$ cat config.mk
export PLATFORM = sky130hd
export DESIGN_NAME = housekeeping_top
export DESIGN_NICKNAME = d
export VERILOG_FILES = /design/src/hk_pkg.sv /design/src/hk_dna_reader.sv /design/src/hk_write_ctrl.sv /design/src/hk_gpio_bank.sv /design/src/hk_read_mux.sv /design/src/housekeeping_top.sv
export VERILOG_INCLUDE_DIRS = /design/src
export SDC_FILE = /design/constraint.sdc
export NUM_CORES = 1
export LEC_CHECK = 0
export ABC_AREA = 1
export BUFFER_PORTS_ARGS = -buffer_cell sky130_fd_sc_hd__buf_2
export CAP_MARGIN = 10
export CORE_ASPECT_RATIO = 0.7
export CORE_UTILIZATION = 45
export CTS_CLUSTER_SIZE = 12
export DETAILED_ROUTE_END_ITERATION = 8
export PLACE_DENSITY = 0.69
export SETUP_SLACK_MARGIN = 0.5
export SYNTH_ARGS = -nofsm -noshare
export SYNTH_HDL_FRONTEND = slang
export SYNTH_SLANG_ARGS = --single-unit
$ cat constraint.sdc
create_clock -name clk -period 4.3 [get_ports clk]
set_input_delay 0.43 -clock clk [delete_from_list [all_inputs] [get_ports clk]]
set_output_delay 0.43 -clock clk [all_outputs]
set_load 0.01 [all_outputs]
$ cat src/hk_config.svh
`ifndef HK_CONFIG_SVH
`define HK_CONFIG_SVH

//////////////////////////////////////////////////
// widths and counts
//////////////////////////////////////////////////

`define HK_DWL          8             // led width
`define HK_DWE          8             // expansion gpio bank width
`define HK_NUM_BANKS    2             // bank 0 is p row, bank 1 is n row
`define HK_DNA_BITS     57            // device dna length
`define HK_DNA_CLK_DIV  8             // system clocks per dna clock
`define HK_ADDR_BITS    20            // decoded part of bus address

// board release 1
`define HK_ID_VALUE     32'h0000_0001

//////////////////////////////////////////////////
// register map, byte offsets
//////////////////////////////////////////////////

`define HK_REG_ID       20'h00000
`define HK_REG_DNA_LO   20'h00004
`define HK_REG_DNA_HI   20'h00008
`define HK_REG_CFG      20'h0000C     // bit 0 digital loop
`define HK_REG_OE_BASE  20'h00010     // + 4*bank
`define HK_REG_OUT_BASE 20'h00018     // + 4*bank
`define HK_REG_IN_BASE  20'h00020     // + 4*bank
`define HK_REG_STATUS   20'h00028     // bit 0 dna done
`define HK_REG_LED      20'h00030

`endif

$ cat src/hk_pkg.sv
`default_nettype none

`include "hk_config.svh"

package hk_pkg;

  //////////////////////////////////////////////////
  // system bus
  //////////////////////////////////////////////////

  // master side, strobes are single cycle
  typedef struct packed {
    logic                     wen;
    logic                     ren;
    logic [`HK_ADDR_BITS-1:0] addr;
    logic [31:0]              wdata;
  } hk_bus_req_t;

  // slave side, ack one cycle after strobe
  typedef struct packed {
    logic        ack;
    logic        err;    // high while in reset
    logic [31:0] rdata;
  } hk_bus_rsp_t;

  //////////////////////////////////////////////////
  // gpio bank
  //////////////////////////////////////////////////

  typedef struct packed {
    logic               oe_we;   // write strobe, oe reg
    logic               out_we;  // write strobe, out reg
    logic [`HK_DWE-1:0] data;    // wdata cut to bank width
  } hk_bank_wr_t;

  typedef struct packed {
    logic [`HK_DWE-1:0] oe;
    logic [`HK_DWE-1:0] out;
    logic [`HK_DWE-1:0] in;      // sampled pins
  } hk_bank_st_t;

  // dna readout sequence
  typedef enum logic [1:0] {
    DNA_LOAD,
    DNA_SHIFT,
    DNA_DONE
  } hk_dna_state_e;

endpackage

`default_nettype wire

$ cat src/hk_dna_reader.sv
`timescale 1ns/10ps
`default_nettype none

`include "hk_config.svh"

module hk_dna_reader (
  input  logic                    clk,
  input  logic                    rstn,
  input  logic                    dna_dout_i,   // serial data, msb first
  output logic                    dna_clk_o,    // slow dna clock
  output logic                    dna_read_o,   // load request
  output logic                    dna_shift_o,  // shift enable
  output logic [`HK_DNA_BITS-1:0] dna_value_o,
  output logic                    dna_done_o
);

  localparam int DIV_W = $clog2(`HK_DNA_CLK_DIV);
  localparam int BIT_W = $clog2(`HK_DNA_BITS);

  // dna clock rises after RISE_CNT, falls after LAST_CNT
  localparam logic [DIV_W-1:0] RISE_CNT = DIV_W'(`HK_DNA_CLK_DIV / 2 - 1);
  localparam logic [DIV_W-1:0] LAST_CNT = DIV_W'(`HK_DNA_CLK_DIV - 1);
  localparam logic [BIT_W-1:0] LAST_BIT = BIT_W'(`HK_DNA_BITS - 1);

  hk_pkg::hk_dna_state_e state;
  logic [DIV_W-1:0]      div_cnt;   // position inside one dna period
  logic [BIT_W-1:0]      bit_cnt;   // bits shifted so far
  logic                  rise_next; // last cycle before rising dna_clk
  logic                  period_end;

  assign rise_next  = (div_cnt == RISE_CNT);
  assign period_end = (div_cnt == LAST_CNT);

  //////////////////////////////////////////////////
  // sequencer and clock divider
  //////////////////////////////////////////////////

  always_ff @(posedge clk) begin
    if (!rstn) begin
      state       <= hk_pkg::DNA_LOAD;
      div_cnt     <= '0;
      bit_cnt     <= '0;
      dna_clk_o   <= 1'b0;
      dna_read_o  <= 1'b0;
      dna_shift_o <= 1'b0;
    end else begin
      dna_read_o  <= (state == hk_pkg::DNA_LOAD);
      dna_shift_o <= (state == hk_pkg::DNA_SHIFT);
      if (state != hk_pkg::DNA_DONE) begin  // clock stops once done
        div_cnt <= period_end ? '0 : div_cnt + 1'b1;
        if (rise_next)
          dna_clk_o <= 1'b1;
        else if (period_end)
          dna_clk_o <= 1'b0;
      end
      if (period_end) begin
        case (state)
          hk_pkg::DNA_LOAD: state <= hk_pkg::DNA_SHIFT;  // one period of load
          hk_pkg::DNA_SHIFT: begin
            if (bit_cnt == LAST_BIT)
              state <= hk_pkg::DNA_DONE;
            else
              bit_cnt <= bit_cnt + 1'b1;
          end
          default: state <= hk_pkg::DNA_DONE;
        endcase
      end
    end
  end

  // capture just before each rising edge, device shifts on that edge
  always_ff @(posedge clk) begin
    if (state == hk_pkg::DNA_SHIFT && rise_next)
      dna_value_o <= {dna_value_o[`HK_DNA_BITS-2:0], dna_dout_i};
  end

  assign dna_done_o = (state == hk_pkg::DNA_DONE);

endmodule

`default_nettype wire

$ cat src/hk_write_ctrl.sv
`timescale 1ns/10ps
`default_nettype none

`include "hk_config.svh"

module hk_write_ctrl (
  input  logic                                    clk,
  input  logic                                    rstn,
  input  hk_pkg::hk_bus_req_t                     bus_req_i,
  output hk_pkg::hk_bank_wr_t [`HK_NUM_BANKS-1:0] bank_wr_o,
  output logic                [`HK_DWL-1:0]       led_o,
  output logic                                    digital_loop_o
);

  logic led_hit;   // write to led reg
  logic cfg_hit;   // write to config reg

  assign led_hit = bus_req_i.wen && (bus_req_i.addr == `HK_REG_LED);
  assign cfg_hit = bus_req_i.wen && (bus_req_i.addr == `HK_REG_CFG);

  //////////////////////////////////////////////////
  // local registers
  //////////////////////////////////////////////////

  always_ff @(posedge clk) begin
    if (!rstn) begin
      led_o          <= '0;
      digital_loop_o <= 1'b0;
    end else begin
      if (led_hit)
        led_o <= bus_req_i.wdata[`HK_DWL-1:0];  // upper bits dropped
      if (cfg_hit)
        digital_loop_o <= bus_req_i.wdata[0];
    end
  end

  //////////////////////////////////////////////////
  // per bank strobes
  //////////////////////////////////////////////////

  // bank registers update on the same edge as the strobe
  for (genvar b = 0; b < `HK_NUM_BANKS; b++) begin : g_bank_dec
    localparam logic [`HK_ADDR_BITS-1:0] OE_ADDR  =
      `HK_ADDR_BITS'(`HK_REG_OE_BASE + 4 * b);
    localparam logic [`HK_ADDR_BITS-1:0] OUT_ADDR =
      `HK_ADDR_BITS'(`HK_REG_OUT_BASE + 4 * b);

    assign bank_wr_o[b].oe_we  = bus_req_i.wen && (bus_req_i.addr == OE_ADDR);
    assign bank_wr_o[b].out_we = bus_req_i.wen && (bus_req_i.addr == OUT_ADDR);
    assign bank_wr_o[b].data   = bus_req_i.wdata[`HK_DWE-1:0];  // same for all banks
  end

endmodule

`default_nettype wire

$ cat src/hk_gpio_bank.sv
`timescale 1ns/10ps
`default_nettype none

`include "hk_config.svh"

module hk_gpio_bank (
  input  logic                clk,
  input  logic                rstn,
  input  hk_pkg::hk_bank_wr_t wr_i,   // strobes from write ctrl
  input  logic [`HK_DWE-1:0]  pin_i,  // connector inputs
  output hk_pkg::hk_bank_st_t st_o
);

  logic [`HK_DWE-1:0] oe_q;    // output enable per pin
  logic [`HK_DWE-1:0] out_q;   // output value per pin
  logic [`HK_DWE-1:0] in_q;    // input sample

  //////////////////////////////////////////////////
  // output side
  //////////////////////////////////////////////////

  always_ff @(posedge clk) begin
    if (!rstn) begin
      oe_q  <= '0;   // all pins tristated
      out_q <= '0;
    end else begin
      if (wr_i.oe_we)
        oe_q <= wr_i.data;
      if (wr_i.out_we)
        out_q <= wr_i.data;
    end
  end

  // one sample stage on the inputs
  always_ff @(posedge clk) begin
    in_q <= pin_i;
  end

  assign st_o.oe  = oe_q;
  assign st_o.out = out_q;
  assign st_o.in  = in_q;

endmodule

`default_nettype wire

$ cat src/hk_read_mux.sv
`timescale 1ns/10ps
`default_nettype none

`include "hk_config.svh"

module hk_read_mux (
  input  logic                                    clk,
  input  logic                                    rstn,
  input  hk_pkg::hk_bus_req_t                     bus_req_i,
  input  hk_pkg::hk_bank_st_t [`HK_NUM_BANKS-1:0] bank_st_i,
  input  logic                [`HK_DNA_BITS-1:0]  dna_value_i,
  input  logic                                    dna_done_i,
  input  logic                [`HK_DWL-1:0]       led_i,
  input  logic                                    digital_loop_i,
  output hk_pkg::hk_bus_rsp_t                     bus_rsp_o
);

  logic        ack_q;
  logic        err_q;
  logic [31:0] rdata_q;
  logic [31:0] rdata_nxt;  // selected read word

  //////////////////////////////////////////////////
  // address decode
  //////////////////////////////////////////////////

  always_comb begin
    rdata_nxt = '0;  // unmapped reads zero
    case (bus_req_i.addr)
      `HK_REG_ID:     rdata_nxt = `HK_ID_VALUE;
      `HK_REG_DNA_LO: rdata_nxt = dna_value_i[31:0];
      `HK_REG_DNA_HI: rdata_nxt = 32'(dna_value_i[`HK_DNA_BITS-1:32]);  // 25 bits
      `HK_REG_CFG:    rdata_nxt = 32'(digital_loop_i);
      `HK_REG_STATUS: rdata_nxt = 32'(dna_done_i);
      `HK_REG_LED:    rdata_nxt = 32'(led_i);
      default:        rdata_nxt = '0;
    endcase
    // bank registers, base + 4*b
    for (int b = 0; b < `HK_NUM_BANKS; b++) begin
      if (bus_req_i.addr == `HK_ADDR_BITS'(`HK_REG_OE_BASE + 4 * b))
        rdata_nxt = 32'(bank_st_i[b].oe);
      if (bus_req_i.addr == `HK_ADDR_BITS'(`HK_REG_OUT_BASE + 4 * b))
        rdata_nxt = 32'(bank_st_i[b].out);
      if (bus_req_i.addr == `HK_ADDR_BITS'(`HK_REG_IN_BASE + 4 * b))
        rdata_nxt = 32'(bank_st_i[b].in);  // already one cycle old
    end
  end

  //////////////////////////////////////////////////
  // response registers
  //////////////////////////////////////////////////

  always_ff @(posedge clk) begin
    if (!rstn) begin
      ack_q <= 1'b0;
      err_q <= 1'b1;  // flag slave not ready
    end else begin
      ack_q <= bus_req_i.wen | bus_req_i.ren;  // every access acked next cycle
      err_q <= 1'b0;
    end
  end

  always_ff @(posedge clk) begin
    rdata_q <= rdata_nxt;
  end

  assign bus_rsp_o.ack   = ack_q;
  assign bus_rsp_o.err   = err_q;
  assign bus_rsp_o.rdata = rdata_q;

endmodule

`default_nettype wire

$ cat src/housekeeping_top.sv
`timescale 1ns/10ps
`default_nettype none

`include "hk_config.svh"

module housekeeping_top (
  input  logic                clk,
  input  logic                rstn,
  // system bus
  input  hk_pkg::hk_bus_req_t bus_req_i,
  output hk_pkg::hk_bus_rsp_t bus_rsp_o,
  // board outputs
  output logic [`HK_DWL-1:0]  led_o,
  output logic                digital_loop_o,
  // expansion connector, p row
  input  logic [`HK_DWE-1:0]  exp_p_i,
  output logic [`HK_DWE-1:0]  exp_p_o,
  output logic [`HK_DWE-1:0]  exp_p_oe_o,
  // expansion connector, n row
  input  logic [`HK_DWE-1:0]  exp_n_i,
  output logic [`HK_DWE-1:0]  exp_n_o,
  output logic [`HK_DWE-1:0]  exp_n_oe_o,
  // dna device pins
  input  logic                dna_dout_i,
  output logic                dna_clk_o,
  output logic                dna_read_o,
  output logic                dna_shift_o
);

  hk_pkg::hk_bank_wr_t [`HK_NUM_BANKS-1:0] bank_wr;
  hk_pkg::hk_bank_st_t [`HK_NUM_BANKS-1:0] bank_st;
  logic [`HK_NUM_BANKS-1:0][`HK_DWE-1:0]   exp_in;   // pins per bank
  logic [`HK_DNA_BITS-1:0]                 dna_value;
  logic                                    dna_done;

  //////////////////////////////////////////////////
  // dna readout
  //////////////////////////////////////////////////

  hk_dna_reader u_dna (
    .clk         (clk),
    .rstn        (rstn),
    .dna_dout_i  (dna_dout_i),
    .dna_clk_o   (dna_clk_o),
    .dna_read_o  (dna_read_o),
    .dna_shift_o (dna_shift_o),
    .dna_value_o (dna_value),
    .dna_done_o  (dna_done)
  );

  //////////////////////////////////////////////////
  // write side and gpio banks
  //////////////////////////////////////////////////

  hk_write_ctrl u_wr (
    .clk            (clk),
    .rstn           (rstn),
    .bus_req_i      (bus_req_i),
    .bank_wr_o      (bank_wr),
    .led_o          (led_o),
    .digital_loop_o (digital_loop_o)
  );

  // bank 0 p row, bank 1 n row
  assign exp_in[0] = exp_p_i;
  assign exp_in[1] = exp_n_i;

  for (genvar b = 0; b < `HK_NUM_BANKS; b++) begin : g_bank
    hk_gpio_bank u_bank (
      .clk   (clk),
      .rstn  (rstn),
      .wr_i  (bank_wr[b]),
      .pin_i (exp_in[b]),
      .st_o  (bank_st[b])
    );
  end

  assign exp_p_o    = bank_st[0].out;
  assign exp_p_oe_o = bank_st[0].oe;
  assign exp_n_o    = bank_st[1].out;
  assign exp_n_oe_o = bank_st[1].oe;

  //////////////////////////////////////////////////
  // read side
  //////////////////////////////////////////////////

  hk_read_mux u_rd (
    .clk            (clk),
    .rstn           (rstn),
    .bus_req_i      (bus_req_i),
    .bank_st_i      (bank_st),
    .dna_value_i    (dna_value),
    .dna_done_i     (dna_done),
    .led_i          (led_o),
    .digital_loop_i (digital_loop_o),
    .bus_rsp_o      (bus_rsp_o)
  );

endmodule

`default_nettype wire

[Word-level counts from Yosys, hierarchy flattened]
Index checks and enable logic that the tools add are counted.
Storage, ports and cells
  register bits after elaboration: 162
  bits of input ports: 73
  output and inout port bits: 78
  word-level logic and storage cells: 68
Cells by class
  add/subtract/negate cells: 2
  eq/ne operators: 18
  mux-type cells: 13
  bitwise gates (word level): 2
  reduce and logical (&&, ||, !) cells: 14
Operator list (number)
  $pmux 32 s6: 1
  $eq 20x5->1 const B: 4
  $eq 20x6->1 const B: 4
  $mux 8: 6
  $eq 20x4->1 const B: 2
  $eq 20x3->1 const B: 1
  $logic_not 20->1: 1
  $logic_and 1x1->1: 7
  $add 6x1->6 const B: 1
  $eq 6x6->1 const B: 1
  $reduce_or 6->1: 1
  $pmux 2 s2: 1
  $reduce_and 2->1: 2
  $add 3x1->3 const B: 1
  $eq 3x2->1 const B: 1
  $eq 3x3->1 const B: 1
  $mux 1: 3
  $mux 3: 1
  $reduce_and 3->1: 1
  $eq 2x1->1 const B: 1
  $eq 2x2->1 const B: 1
  $logic_not 2->1: 1
  $mux 2: 1
  $ne 2x1->1 const B: 1
  other kinds (4): 4

[Logic depth before layout (Yosys ltp)]
Gate-level depths: netlist (run 1).
  word-level depth: 8
  gate-level depth with buffers: 14
  depth with buffers taken out: 13

[By module]
From an unflattened synthesis (run 1), not the netlist that was laid out.
Unflattened totals
  cell total of the unflattened synthesis: 799
  area, all modules: 7040.5 µm²
By module, submodules not included
  hk_dna_reader: instances 1, cells an instance 150, area each 2416.1 µm², sequential area each 1991.9 µm²
  hk_read_mux: instances 1, cells an instance 314, area each 2162.1 µm², sequential area each 680.7 µm²
  hk_gpio_bank: instances 2, cells an instance 102, area each 820.8 µm², sequential area each 480.5 µm²
  hk_write_ctrl: instances 1, cells an instance 131, area each 820.8 µm², sequential area each 180.2 µm²

[Worst setup path after synthesis (run 1)]
OpenSTA, ideal clock, no wires.
  path type: reg-to-reg
  start: reg u_dna.div_cnt[0]
  end: reg u_dna.dna_value_o[0] (enable)
  library setup time: 472 ps
  data arrival time: 3059 ps
  slack: 769 ps
  stages on the path, launching flop included: 5
  period minus slack after synthesis: 3531 ps
  path through: dfxtp_1 -> ha_1 -> ha_1 -> inv_1 -> nor2_1
Between the ends
  longest elaborated chain between the ends: 2
Ends and longest elaborated chain
  start, declared: line hk_dna_reader.sv:26  | logic [DIV_W-1:0] div_cnt;
  start signal, assigned: line hk_dna_reader.sv:50  | div_cnt <= period_end ? '0 : div_cnt + 1'b1;
  $eq 3x2->1: line hk_dna_reader.sv:31  | assign rise_next = (div_cnt == RISE_CNT);
  named net u_dna.rise_next: line hk_dna_reader.sv:28  | logic rise_next;
  $logic_and 1x1->1: line hk_dna_reader.sv:73  | if (state == hk_pkg::DNA_SHIFT && rise_next)
  end signal, assigned: line hk_dna_reader.sv:74  | dna_value_o <= {dna_value_o[`HK_DNA_BITS-2:0], dna_dout_i};
  end, declared: line hk_dna_reader.sv:13  | output logic [`HK_DNA_BITS-1:0] dna_value_o,
The timed path passes the listed nets, and every way through them passes these cells.
A chain may end at the register's enable or synchronous reset.

[Worst setup path after layout (run 1)]
  start: in bus_req_i[45] (netlist name)
  end: reg g_bank[1].u_bank.out_q[7]
Between the ends
  longest elaborated chain between the ends: 2
Ends and longest elaborated chain
  start, declared: line housekeeping_top.sv:10  | input hk_pkg::hk_bus_req_t bus_req_i,
  $eq 20x5->1: line hk_write_ctrl.sv:49  | assign bank_wr_o[b].out_we = bus_req_i.wen && (bus_req_i.addr == OUT_ADDR);
  $logic_and 1x1->1: line hk_write_ctrl.sv:49
  end signal, assigned: line hk_gpio_bank.sv:30  | out_q <= wr_i.data;
  end, declared: line hk_gpio_bank.sv:15  | logic [`HK_DWE-1:0] out_q;
No other way between the ends.

==> results of run 1 <==
==> layer usage <==
metal | routed length, um | vias up | GRT usage [%]
met4 | 218 | 0 | 8.27
met5 | 0 | - | 0
li1 | - | 2345 | -
met1 | 6690 | 2209 | 28.8
met2 | 6060 | 195 | 30.1
met3 | 1160 | 21 | 5.56
==> cells in the mapped netlist, drive strengths merged (2+ instances only) <==
| cell | number | area (um2) |
|---|---|---|
| buf | 41 | 300 |
| nor2 | 94 | 393 |
| o21a | 2 | 15.0 |
| nand4 | 13 | 87.6 |
| dfxtp | 105 | 2100 |
| nor3 | 6 | 51.3 |
| ha | 5 | 62.6 |
| clkbuf | 10 | 37.5 |
| a21oi | 65 | 325 |
| edfxtp | 57 | 1710 |
| o21ai | 72 | 360 |
| nor3b | 2 | 15.0 |
| nand2 | 98 | 370 |
| inv | 75 | 282 |
| nand3 | 14 | 80.1 |
==> power groups by stage <==
stage / registers, W / logic (W) / clock network, W
2_1_floorplan: 0.00163 / 0.0000335 / 0
3_3_place_gp: 0.00163 / 0.0000694 / 0
3_5_place_dp: 0.00163 / 0.0000730 / 0
4_1_cts: 0.00159 / 0.0000735 / 0.00149
5_1_grt: 0.00159 / 0.0000806 / 0.00155
6_report: 0.00159 / 0.0000741 / 0.00147
==> worst max-delay path, delay by kind of cell <==
family / cells / cell delay, ns
compound gates: 2 / 0.39
buf+inv: 1 / 0.10
simple gates: 5 / 1.80
==> state kept, by name, indices dropped and copies added, names as in the netlist <==
| name | flops |
|---|---|
| u_dna.dna_value_o | 57 |
| u_wr.digital_loop_o | 1 |
| u_rd.err_q | 1 |
| u_dna.bit_cnt | 6 |
| u_dna.dna_clk_o | 1 |
| u_rd.rdata_q | 32 |
| u_dna.div_cnt | 3 |
| g_bank.u_bank.in_q | 16 |
| u_wr.led_o | 8 |
| g_bank.u_bank.oe_q | 16 |
| u_dna.state | 2 |
| g_bank.u_bank.out_q | 16 |
| u_dna.dna_read_o | 1 |
| u_rd.ack_q | 1 |
| u_dna.dna_shift_o | 1 |
==> through the flow <==
stage          setup slack, ns  instances  total power [W]  utilization, %
2_1_floorplan            0.769        665          0.00166               -
3_3_place_gp              1.54        927          0.00170            50.8
3_5_place_dp              1.50        927          0.00170            50.8
4_1_cts                   1.94        959          0.00315            55.1
5_1_grt                   1.60        959          0.00322            55.1
6_report                  1.93        959          0.00314            55.1
==> final cells by class <==
class	count	area, um2
Clock buffer	18	429
Timing Repair Buffer	128	646
Clock inverter	14	148
Sequential cell	162	3810
Tap cell	185	231
Inverter	76	285
Fill cell	1163	6000
Multi-Input combinational cell	376	1810
==> path summary, 6_finish.rpt <==
kind | startpoint | to | slack, ns | cells past startpoint
worst max-delay path | bus_req_i[45] | g_bank[1].u_bank.out_q[7]$_SDFFE_PN0P_ | 1.93 | 8
worst min-delay path | exp_n_i[1] | g_bank[1].u_bank.in_q[1]$_DFF_P_ | 0.10 | 1
worst max register to register | u_dna.div_cnt[0]$_SDFFE_PN0P_ | u_dna.dna_value_o[44]$_DFFE_PP_ | 2.07 | 5
worst min register to register | g_bank[1].u_bank.in_q[7]$_DFF_P_ | u_rd.rdata_q[7]$_DFF_P_ | 0.43 | 2
==> cell families (layout without fill, tap and decap cells) <==
kind of cell | after synthesis | in the layout | synth area share [%]
adder cells (fa/ha/maj) | 5 | 5 | 1.00
flip-flops | 162 | 162 | 61.1
buffers and inverters | 127 | 236 | 9.99
XOR/XNOR | 1 | 1 | 0.140
AO/OA/AOI/OAI | 142 | 142 | 11.6
AND/OR/NAND/NOR | 228 | 228 | 16.1
==> results.yml, run 1 <==
status:
  status: "finished clean"
global_route:
  grt_pass1_wl_um: 21900
  grt_usage_pct: 20.5
  antenna_found_initial: 1
  gr-total-overflow: 0
  grt_max_degree: 49
  grt_pass1_vias: 4347
sta:
  tns_ns: 0
  holdWs_ns: 0.102
  worst_pin_slew_ns: 0.928
  fmax_mhz: 422
  fin_skew_ns: 0.00759
  rsz0062_at_grt: "false"
  min_period_ns: 2.37
  max_slew_margin_pct: 37.8
  min_period_over_period_pct: 55.1
  hold_viol: 0
  drv_slew: 0
  finalSetupViolations: 0
floorplanning:
  die_w_um: 143
  core_mm2: 0.0134
  die_y_um: 101
  std_cell_rows: 35
  dieArea_mm2: 0.0143
  io_pins: 151
  start_util_pct: 46.7
clock_network:
  cts_made_buffers: 17
  insertion_delay_ns: 0.42
  cts_buffer_depth: 2
  cts_sinks: 162
  h-tree-depth: 4
  postCtsSetupBuffers: 0
  postCtsHoldBufs: 0
  cts_tree: "built"
  clk_pin_slew_worst_paths_ns: 0.07
  cts-root-buf: "clkbuf_16"
  cts_resized: 0
min_path:
  hold_class: "in2reg"
synth:
  synthDistinctLibCells: 31
  synth.net_count: 743
  synth_ff_type: "dfxtp_1"
  postSynthAreaPerCell_um2: 9.38
  synth_edf_count: 57
  yosysWarningCount: 0
  yosysSeqAreaShare_pct: 61.1
  netlist_instances: 665
  ys_async_sr_fraction_pct: 0
  yosys_register_bits: 162
  synth_area_mm2: 0.00624
routing:
  antenna_left: 0
  first_pass_iters: 5
  post_drt_via_cell_ratio: 4.97
  drt_iter0_markers: 432
  wl_um: 14100
  post_drt_wl_per_cell_um: 14.7
  vias: 4770
  drc: 0
finish:
  areaGrowthSynthToFinish_pct: 18.0
  final_common_cell: "buf_2"
  final_cell_mix: "126 x buf_2, 105 x dfxtp_1, 97 x nand2_1, 83 x nor2_1, 72 x inv_1"
  finalInstanceArea_mm2: 0.00736
  layout.nets: 839
  drive_gt1_share_pct: 23.4
  diodes: 0
setup_path:
  cp.arrival_ns: 2.72
  timing_worst_setup_path_type: "in2reg"
  max_stage_delay_ns: 0.64
  worstPathMaxFanout: 16
  required_ns: 4.65
  crit_slowest_cell: "nor2_2"
  end_kind: "flip-flop"
  critPathLaunchType: "primary input"
  path_cells: "buf_2, nor2_1, nand2_1, nor3_4, nand4_2, nor2_2, o21ai_0, a21oi_1"
power:
  p_int_w: 0.00243
  seqPwrFrac_pct: 50.7
  p_leak_nw: 3.36
  power_frac_comb_pct: 2.4
  ir_worst_vdd_v: 0.000270
  pwr-share-clk_pct: 46.9
  p_sw_share_pct: 22.5
  power_density_mw_per_mm2: 426
  switching_power_w: 0.000705
place:
  dpl.hpwl_um: 10100
  place_area_mm2: 0.00678
  portBuffers: 126
  place.gp.congestion: 0.843
flow_run:
  cap_violations: 0
No activity file was read; power rests on OpenSTA's default activity.
==> run 2: changes to the inputs <==
==> constraint.sdc (replaced) <==
create_clock -name clk -period 2.2 [get_ports clk]
set_input_delay 0.22 -clock clk [delete_from_list [all_inputs] [get_ports clk]]
set_output_delay 0.22 -clock clk [all_outputs]
set_load 0.01 [all_outputs]
==> run 2 against run 1 <==
- sequential share of layout area decreased by 2.6 points
- hold slack got worse by 0.066 ns
- global-route usage increased by 0.71 points
- combinational power increased by 140%
- cell count increased by 4.0%
- routed wire length increased by 4.1%
- via count increased by 4.4%
- die area unchanged
- critical path type unchanged
- critical endpoint is now g_bank[1].u_bank.oe_q[3]$_SDFFE_PN0P_
- largest cell class unchanged
- largest power group unchanged
==> results.yml, run 2 (synthesized netlist as in run 1, its figures left out) <==
clock_network:
  insertion_delay_ns: 0.42
  clk_pin_slew_worst_paths_ns: 0.07
  cts-root-buf: "clkbuf_16"
  h-tree-depth: 4
  cts_sinks: 162
  cts_made_buffers: 17
  cts_buffer_depth: 2
  cts_tree: "built"
power:
  p_leak_nw: 3.54
  total_power_w: 0.00627
  ir_worst_vdd_v: 0.000448
  power_density_mw_per_mm2: 808
global_route:
  grt_usage_pct: 21.3
  grt_pass1_wl_um: 22900
  gr-total-overflow: 0
  grt_max_degree: 58
  antenna_found_initial: 2
  grt_pass1_vias: 4582
routing:
  wl_met1_um: 6930
  wl_um: 14700
  first_pass_iters: 5
  post_drt_via_cell_ratio: 4.99
  wl_met3_um: 1010
  drc: 0
  antenna_left: 0
  post_drt_wl_per_cell_um: 14.8
  vias: 4978
  drt_iter0_markers: 309
  highest_layer: "met4"
  dr_wl_met2_um: 6630
place:
  dpl.hpwl_um: 10500
  place.gp.congestion: 0.865
  placed_cells: 946
  place_area_mm2: 0.00697
  portBuffers: 126
finish:
  areaGrowthSynthToFinish_pct: 24.4
  final_cells: 997
  final_cell_mix: "126 x buf_2, 103 x dfxtp_1, 96 x nand2_1, 82 x nor2_1, 71 x inv_1"
  finalInstanceArea_mm2: 0.00776
  layout.nets: 875
  top_regs: "u_dna.dna_value_o x57, u_rd.rdata_q x32"
  seqCellArea_mm2: 0.00382
  largest_register_ffs: 57
  drive_gt1_share_pct: 25.8
  regMostFlops: "u_dna.dna_value_o"
  num-fill-cells: 1125
  multi_input_area_mm2: 0.00186
  final_common_cell: "buf_2"
setup_path:
  r2r_start: "u_dna.bit_cnt[0]$_SDFFE_PN0P_"
  end_kind: "flip-flop"
  path_depth: 10
  r2r_end: "u_dna.bit_cnt[4]$_SDFFE_PN0P_"
  r2r_cells: 8
  critPathLaunchType: "primary input"
  timing_worst_setup_path_type: "in2reg"
  rrSetupSlack_ns: 0.64
  crit_end: "g_bank[1].u_bank.oe_q[3]$_SDFFE_PN0P_"
  worstPathMaxFanout: 8
  cp_top_family: "simple AND/OR/NAND/NOR gates"
  crit_slowest_cell: "nor2_2"
  path_cells: "buf_2, nor2_2, nand3_1, inv_1, nand3_2, buf_4, nor2_2, buf_4, o21ai_0, a21oi_1"
  path_buf_inv: 4
  cp.arrival_ns: 1.96
  crit_start: "bus_req_i[33]"
  required_ns: 2.54
  max_stage_delay_ns: 0.27
sta:
  tns_ns: 0
  min_period_ns: 1.62
  worst_pin_slew_ns: 0.489
  min_period_over_period_pct: 73.7
  fin_skew_ns: 0.0137
  finalSetupViolations: 0
  drv_slew: 0
  max_slew_margin_pct: 67.3
  rsz0062_at_grt: "true"
  hold_viol: 0
  fmax_mhz: 617
status:
  status: "finished clean"
floorplanning:
  io_pins: 151
  core_mm2: 0.0134
  die_y_um: 101
  die_w_um: 143
  std_cell_rows: 35
  start_util_pct: 46.7
  dieArea_mm2: 0.0143
flow_run:
  cap_violations: 0
min_path:
  hold_class: "in2reg"
==> run 2: changes by cell type in the layout (fill, tap and decap cells not counted), sizes merged <==
cell         before  now
buf             128  147
dlygate4sd3       0   17
clkinv            7    4
diode             0    2
bufinv            1    2
clkinvlp          1    2
inv              81   82
==> run 2: final cells by class <==
| type | count | share of cell area (%) |
|---|---|---|
| sequential | 162 | 49.2 |
| multi-input combinational | 376 | 23.9 |
| timing repair buffer | 164 | 12.5 |
| clock buffer | 18 | 5.53 |
| inverter | 76 | 3.68 |
| tap | 185 | 2.98 |
| clock inverter | 14 | 2.11 |
| antenna | 2 | 0.0645 |
==> run 2: what timing repair did <==
item                       in CTS  in global routing
hold endpoints to repair       17                  0
gates resized for setup         1                  6
cloned                          0                  0
hold buffers                   17                  0
setup endpoints to repair       1                 12
setup buffers                   0                  0
==> run 2: report_power, final <==
part           internal [W]  total, W  switching [W]
logic             0.0000802  0.000179      0.0000985
registers           0.00310   0.00312      0.0000126
clock network       0.00171   0.00297        0.00127
==> run 2: how the worst min path moves through the flow <==
stage | start | endpoint | slack, ns | cells past startpoint
2_1_floorplan | exp_p_i[0] | g_bank[0].u_bank.in_q[0]$_DFF_P_ | 0.25 | 0
3_3_place_gp | exp_n_i[7] | g_bank[1].u_bank.in_q[7]$_DFF_P_ | 0.32 | 1
3_5_place_dp | exp_p_i[4] | g_bank[0].u_bank.in_q[4]$_DFF_P_ | 0.32 | 1
4_1_cts | bus_req_i[52] | u_rd.ack_q$_SDFF_PN0_ | 0.03 | 3
5_1_grt | bus_req_i[52] | u_rd.ack_q$_SDFF_PN0_ | 0.06 | 3
6_report | bus_req_i[52] | u_rd.ack_q$_SDFF_PN0_ | 0.04 | 3
==> run 2: layer usage <==
layer | track usage [%] | up-vias
met1 | 29.6 | 2367
met5 | 0 | -
met2 | 32.2 | 178
li1 | - | 2421
met4 | 6.62 | 0
met3 | 5.75 | 12
==> run 2: through the flow <==
| stage | setup slack [ns] | util (%) | hold slack (ns) |
|---|---|---|---|
| 2_1_floorplan | 0.330 | - | 0.248 |
| 3_3_place_gp | 0.271 | 52.2 | 0.325 |
| 3_5_place_dp | 0.265 | 52.2 | 0.324 |
| 4_1_cts | 0.509 | 57.9 | 0.0318 |
| 5_1_grt | 0.496 | 58.1 | 0.0551 |
| 6_report | 0.580 | 58.1 | 0.0362 |
==> run 2: worst reg2reg max path: stages (launching register included) <==
cell	delay, ns
dfxtp_1	0.34
inv_1	0.09
ha_1	0.21
a21oi_2	0.18
nand2_2	0.13
nor3_2	0.16
nand2_1	0.10
o21ai_0	0.17
a21oi_1	0.05
==> run 3: changes to the inputs <==
--- a/config.mk
+++ b/config.mk
@@ -13,7 +13,7 @@
 export CORE_UTILIZATION = 45
 export CTS_CLUSTER_SIZE = 12
 export DETAILED_ROUTE_END_ITERATION = 8
-export PLACE_DENSITY = 0.69
+export PLACE_DENSITY = 0.72
 export SETUP_SLACK_MARGIN = 0.5
 export SYNTH_ARGS = -nofsm -noshare
 export SYNTH_HDL_FRONTEND = slang
==> constraint.sdc (replaced) <==
create_clock -name clk -period 1.4 [get_ports clk]
set_input_delay 0.14 -clock clk [delete_from_list [all_inputs] [get_ports clk]]
set_output_delay 0.14 -clock clk [all_outputs]
set_load 0.01 [all_outputs]
==> run 3 against run 2 <==
- the run now ends with setup timing left
- flip-flop and latch count is the same
- critical path type unchanged
- register-to-register slack lost 0.73 ns
- sequential share of layout area shrank 13 points
- first-iteration DRC count grew 130%
- clock power grew 62%
- highest routed layer unchanged
- non-clock buffer count grew 129
==> results.yml, run 3 (synthesized netlist as in run 1, its figures left out) <==
status:
  status: "finished with violations"
  violations: "setup timing"
global_route:
  antenna_found_initial: 1
  gr-total-overflow: 0
  grt_pass1_wl_um: 32300
  grt_max_degree: 28
  grt_usage_pct: 30.6
  grt_pass1_vias: 6129
finish:
  final_cells: 1128
  areaGrowthSynthToFinish_pct: 73.9
  drive_gt1_share_pct: 61.8
  top_regs: "u_dna.dna_value_o x57, u_rd.rdata_q x32"
  largest_register_ffs: 57
  num-fill-cells: 627
  regMostFlops: "u_dna.dna_value_o"
  layout.nets: 1007
  final_common_cell: "buf_6"
  final_cell_mix: "109 x buf_6, 78 x buf_4, 73 x nand2_1, 63 x inv_1, 57 x edfxtp_1"
clock_network:
  cts_made_buffers: 17
  cts_sinks: 162
  cts_buffer_depth: 2
  h-tree-depth: 4
  insertion_delay_ns: 0.45
  cts-root-buf: "clkbuf_16"
  cts_tree: "built"
  clk_pin_slew_worst_paths_ns: 0.07
place:
  dp_slack_ns: -0.299
  portBuffers: 126
  place.gp.congestion: 0.899
  dpl.hpwl_um: 11700
  placed_cells: 987
power:
  power_density_mw_per_mm2: 939
  ir_worst_vdd_v: 0.000701
  p_leak_nw: 4.66
min_path:
  min-delay-start: "bus_req_i[53]"
  hold_depth: 3
  whs_endpoint: "u_wr.digital_loop_o$_SDFFE_PN0P_"
  hold_class: "in2reg"
sta:
  min_period_over_period_pct: 116
  worst_slack_ns: -0.217
  worst_pin_slew_ns: 0.513
  fin_skew_ns: 0.00936
  tns_ns: -2.03
  max_slew_margin_pct: 65.7
  drv_slew: 0
  hold_viol: 0
  min_period_ns: 1.62
  finalSetupViolations: 59
  fmax_mhz: 618
  rsz0062_at_grt: "true"
setup_path:
  cp.arrival_ns: 2.00
  critPathLaunchType: "primary input"
  required_ns: 1.78
  cpMostUsedCell: "nand2_1"
  worstPathMaxFanout: 5
  max_stage_delay_ns: 0.26
  r2r_cells: 8
  crit_slowest_cell: "nor2_4"
  path_buf_inv: 3
  r2r_start: "u_dna.dna_value_o[5]$_DFFE_PP_"
  path_cells: "buf_2, nor2_4, nand2_4, nor2_4, buf_6, buf_6, nand3_4, nor2_4, nor2_4, nand2_1, nand2_1, nand2_1, nand2_1, nand2_1"
  cp_top_family: "simple AND/OR/NAND/NOR gates"
  path_depth: 14
  rrSetupSlack_ns: -0.09
  end_kind: "flip-flop"
  r2r_end: "u_rd.rdata_q[5]$_DFF_P_"
  timing_worst_setup_path_type: "in2reg"
routing:
  highest_layer: "met4"
  post_drt_wl_per_cell_um: 23.3
  wl_met1_um: 9600
  post_drt_via_cell_ratio: 5.75
  dr_wl_met2_um: 11900
  vias: 6490
  drt_iter0_markers: 709
  first_pass_iters: 8
  drc: 0
  antenna_left: 0
  wl_um: 26300
  wl_met3_um: 2950
floorplanning:
  core_mm2: 0.0134
  io_pins: 151
  die_y_um: 101
  start_util_pct: 46.7
  die_w_um: 143
  dieArea_mm2: 0.0143
  std_cell_rows: 35
flow_run:
  cap_violations: 0
run 3: tightest hold or removal path, cell delays in order:
cell      delay [ns]
buf_2           0.13
a21oi_2         0.14
a311oi_2        0.05
run 3: area by class of cell:
cell class                 instances  area, um2  area share (%)
antenna                            1       2.50          0.0231
clock buffer                      17        425            3.92
clock inverter                    15        176            1.63
inverter                          76        308            2.84
multi-input combinational        379       2850            26.3
sequential                       162       3930            36.3
tap                              185        231            2.13
timing repair buffer             293       2920            26.9
run 3: layer usage:
layer	vias up	GRT usage, %
met5	-	0
met4	0	14.1
met3	180	8.31
met2	506	50.0
met1	3096	38.0
li1	2708	-
run 3: power by group:
| part | total, W | internal, W | switching, W |
|---|---|---|---|
| registers | 0.00487 | 0.00485 | 0.0000260 |
| logic | 0.000502 | 0.000233 | 0.000270 |
| clock network | 0.00481 | 0.00242 | 0.00239 |
run 3: timing repair:
action                                  in CTS  in global routing
buffers inserted                            66                 11
endpoints found under the setup margin     220                220
hold buffers                                19                  0
endpoints found under the hold margin       19                  0
resized for setup                          266                176
gates cloned                                 8                  4
pin swaps                                   50                 52
run 3: metrics by stage:
| stage | area [um2] | utilization (%) | power (W) | hold WS, ns |
|---|---|---|---|---|
| after global routing | 10800 | 81.2 | 0.0104 | 0.0600 |
| after floorplan | 6610 | - | 0.00514 | 0.168 |
| final | 10800 | 81.2 | 0.0102 | 0.0576 |
| after detailed placement | 7680 | 57.5 | 0.00532 | 0.244 |
| after global placement | 7680 | 57.5 | 0.00531 | 0.243 |
| after CTS | 10100 | 75.3 | 0.00996 | 0.0527 |
run 3: worst max path at each step:
stage / startpoint / endpoint / slack (ns)
floorplan: u_dna.div_cnt[1]$_SDFFE_PN0P_ / u_dna.dna_value_o[0]$_DFFE_PP_ / -0.47
global route: bus_req_i[39] / u_rd.rdata_q[5]$_DFF_P_ / -0.26
finish: bus_req_i[42] / u_rd.rdata_q[5]$_DFF_P_ / -0.22
detailed placement: bus_req_i[44] / u_rd.rdata_q[7]$_DFF_P_ / -0.30
global placement: bus_req_i[44] / u_rd.rdata_q[7]$_DFF_P_ / -0.23
CTS: u_dna.div_cnt[1]$_SDFFE_PN0P_ / u_dna.dna_value_o[42]$_DFFE_PP_ / 0.02
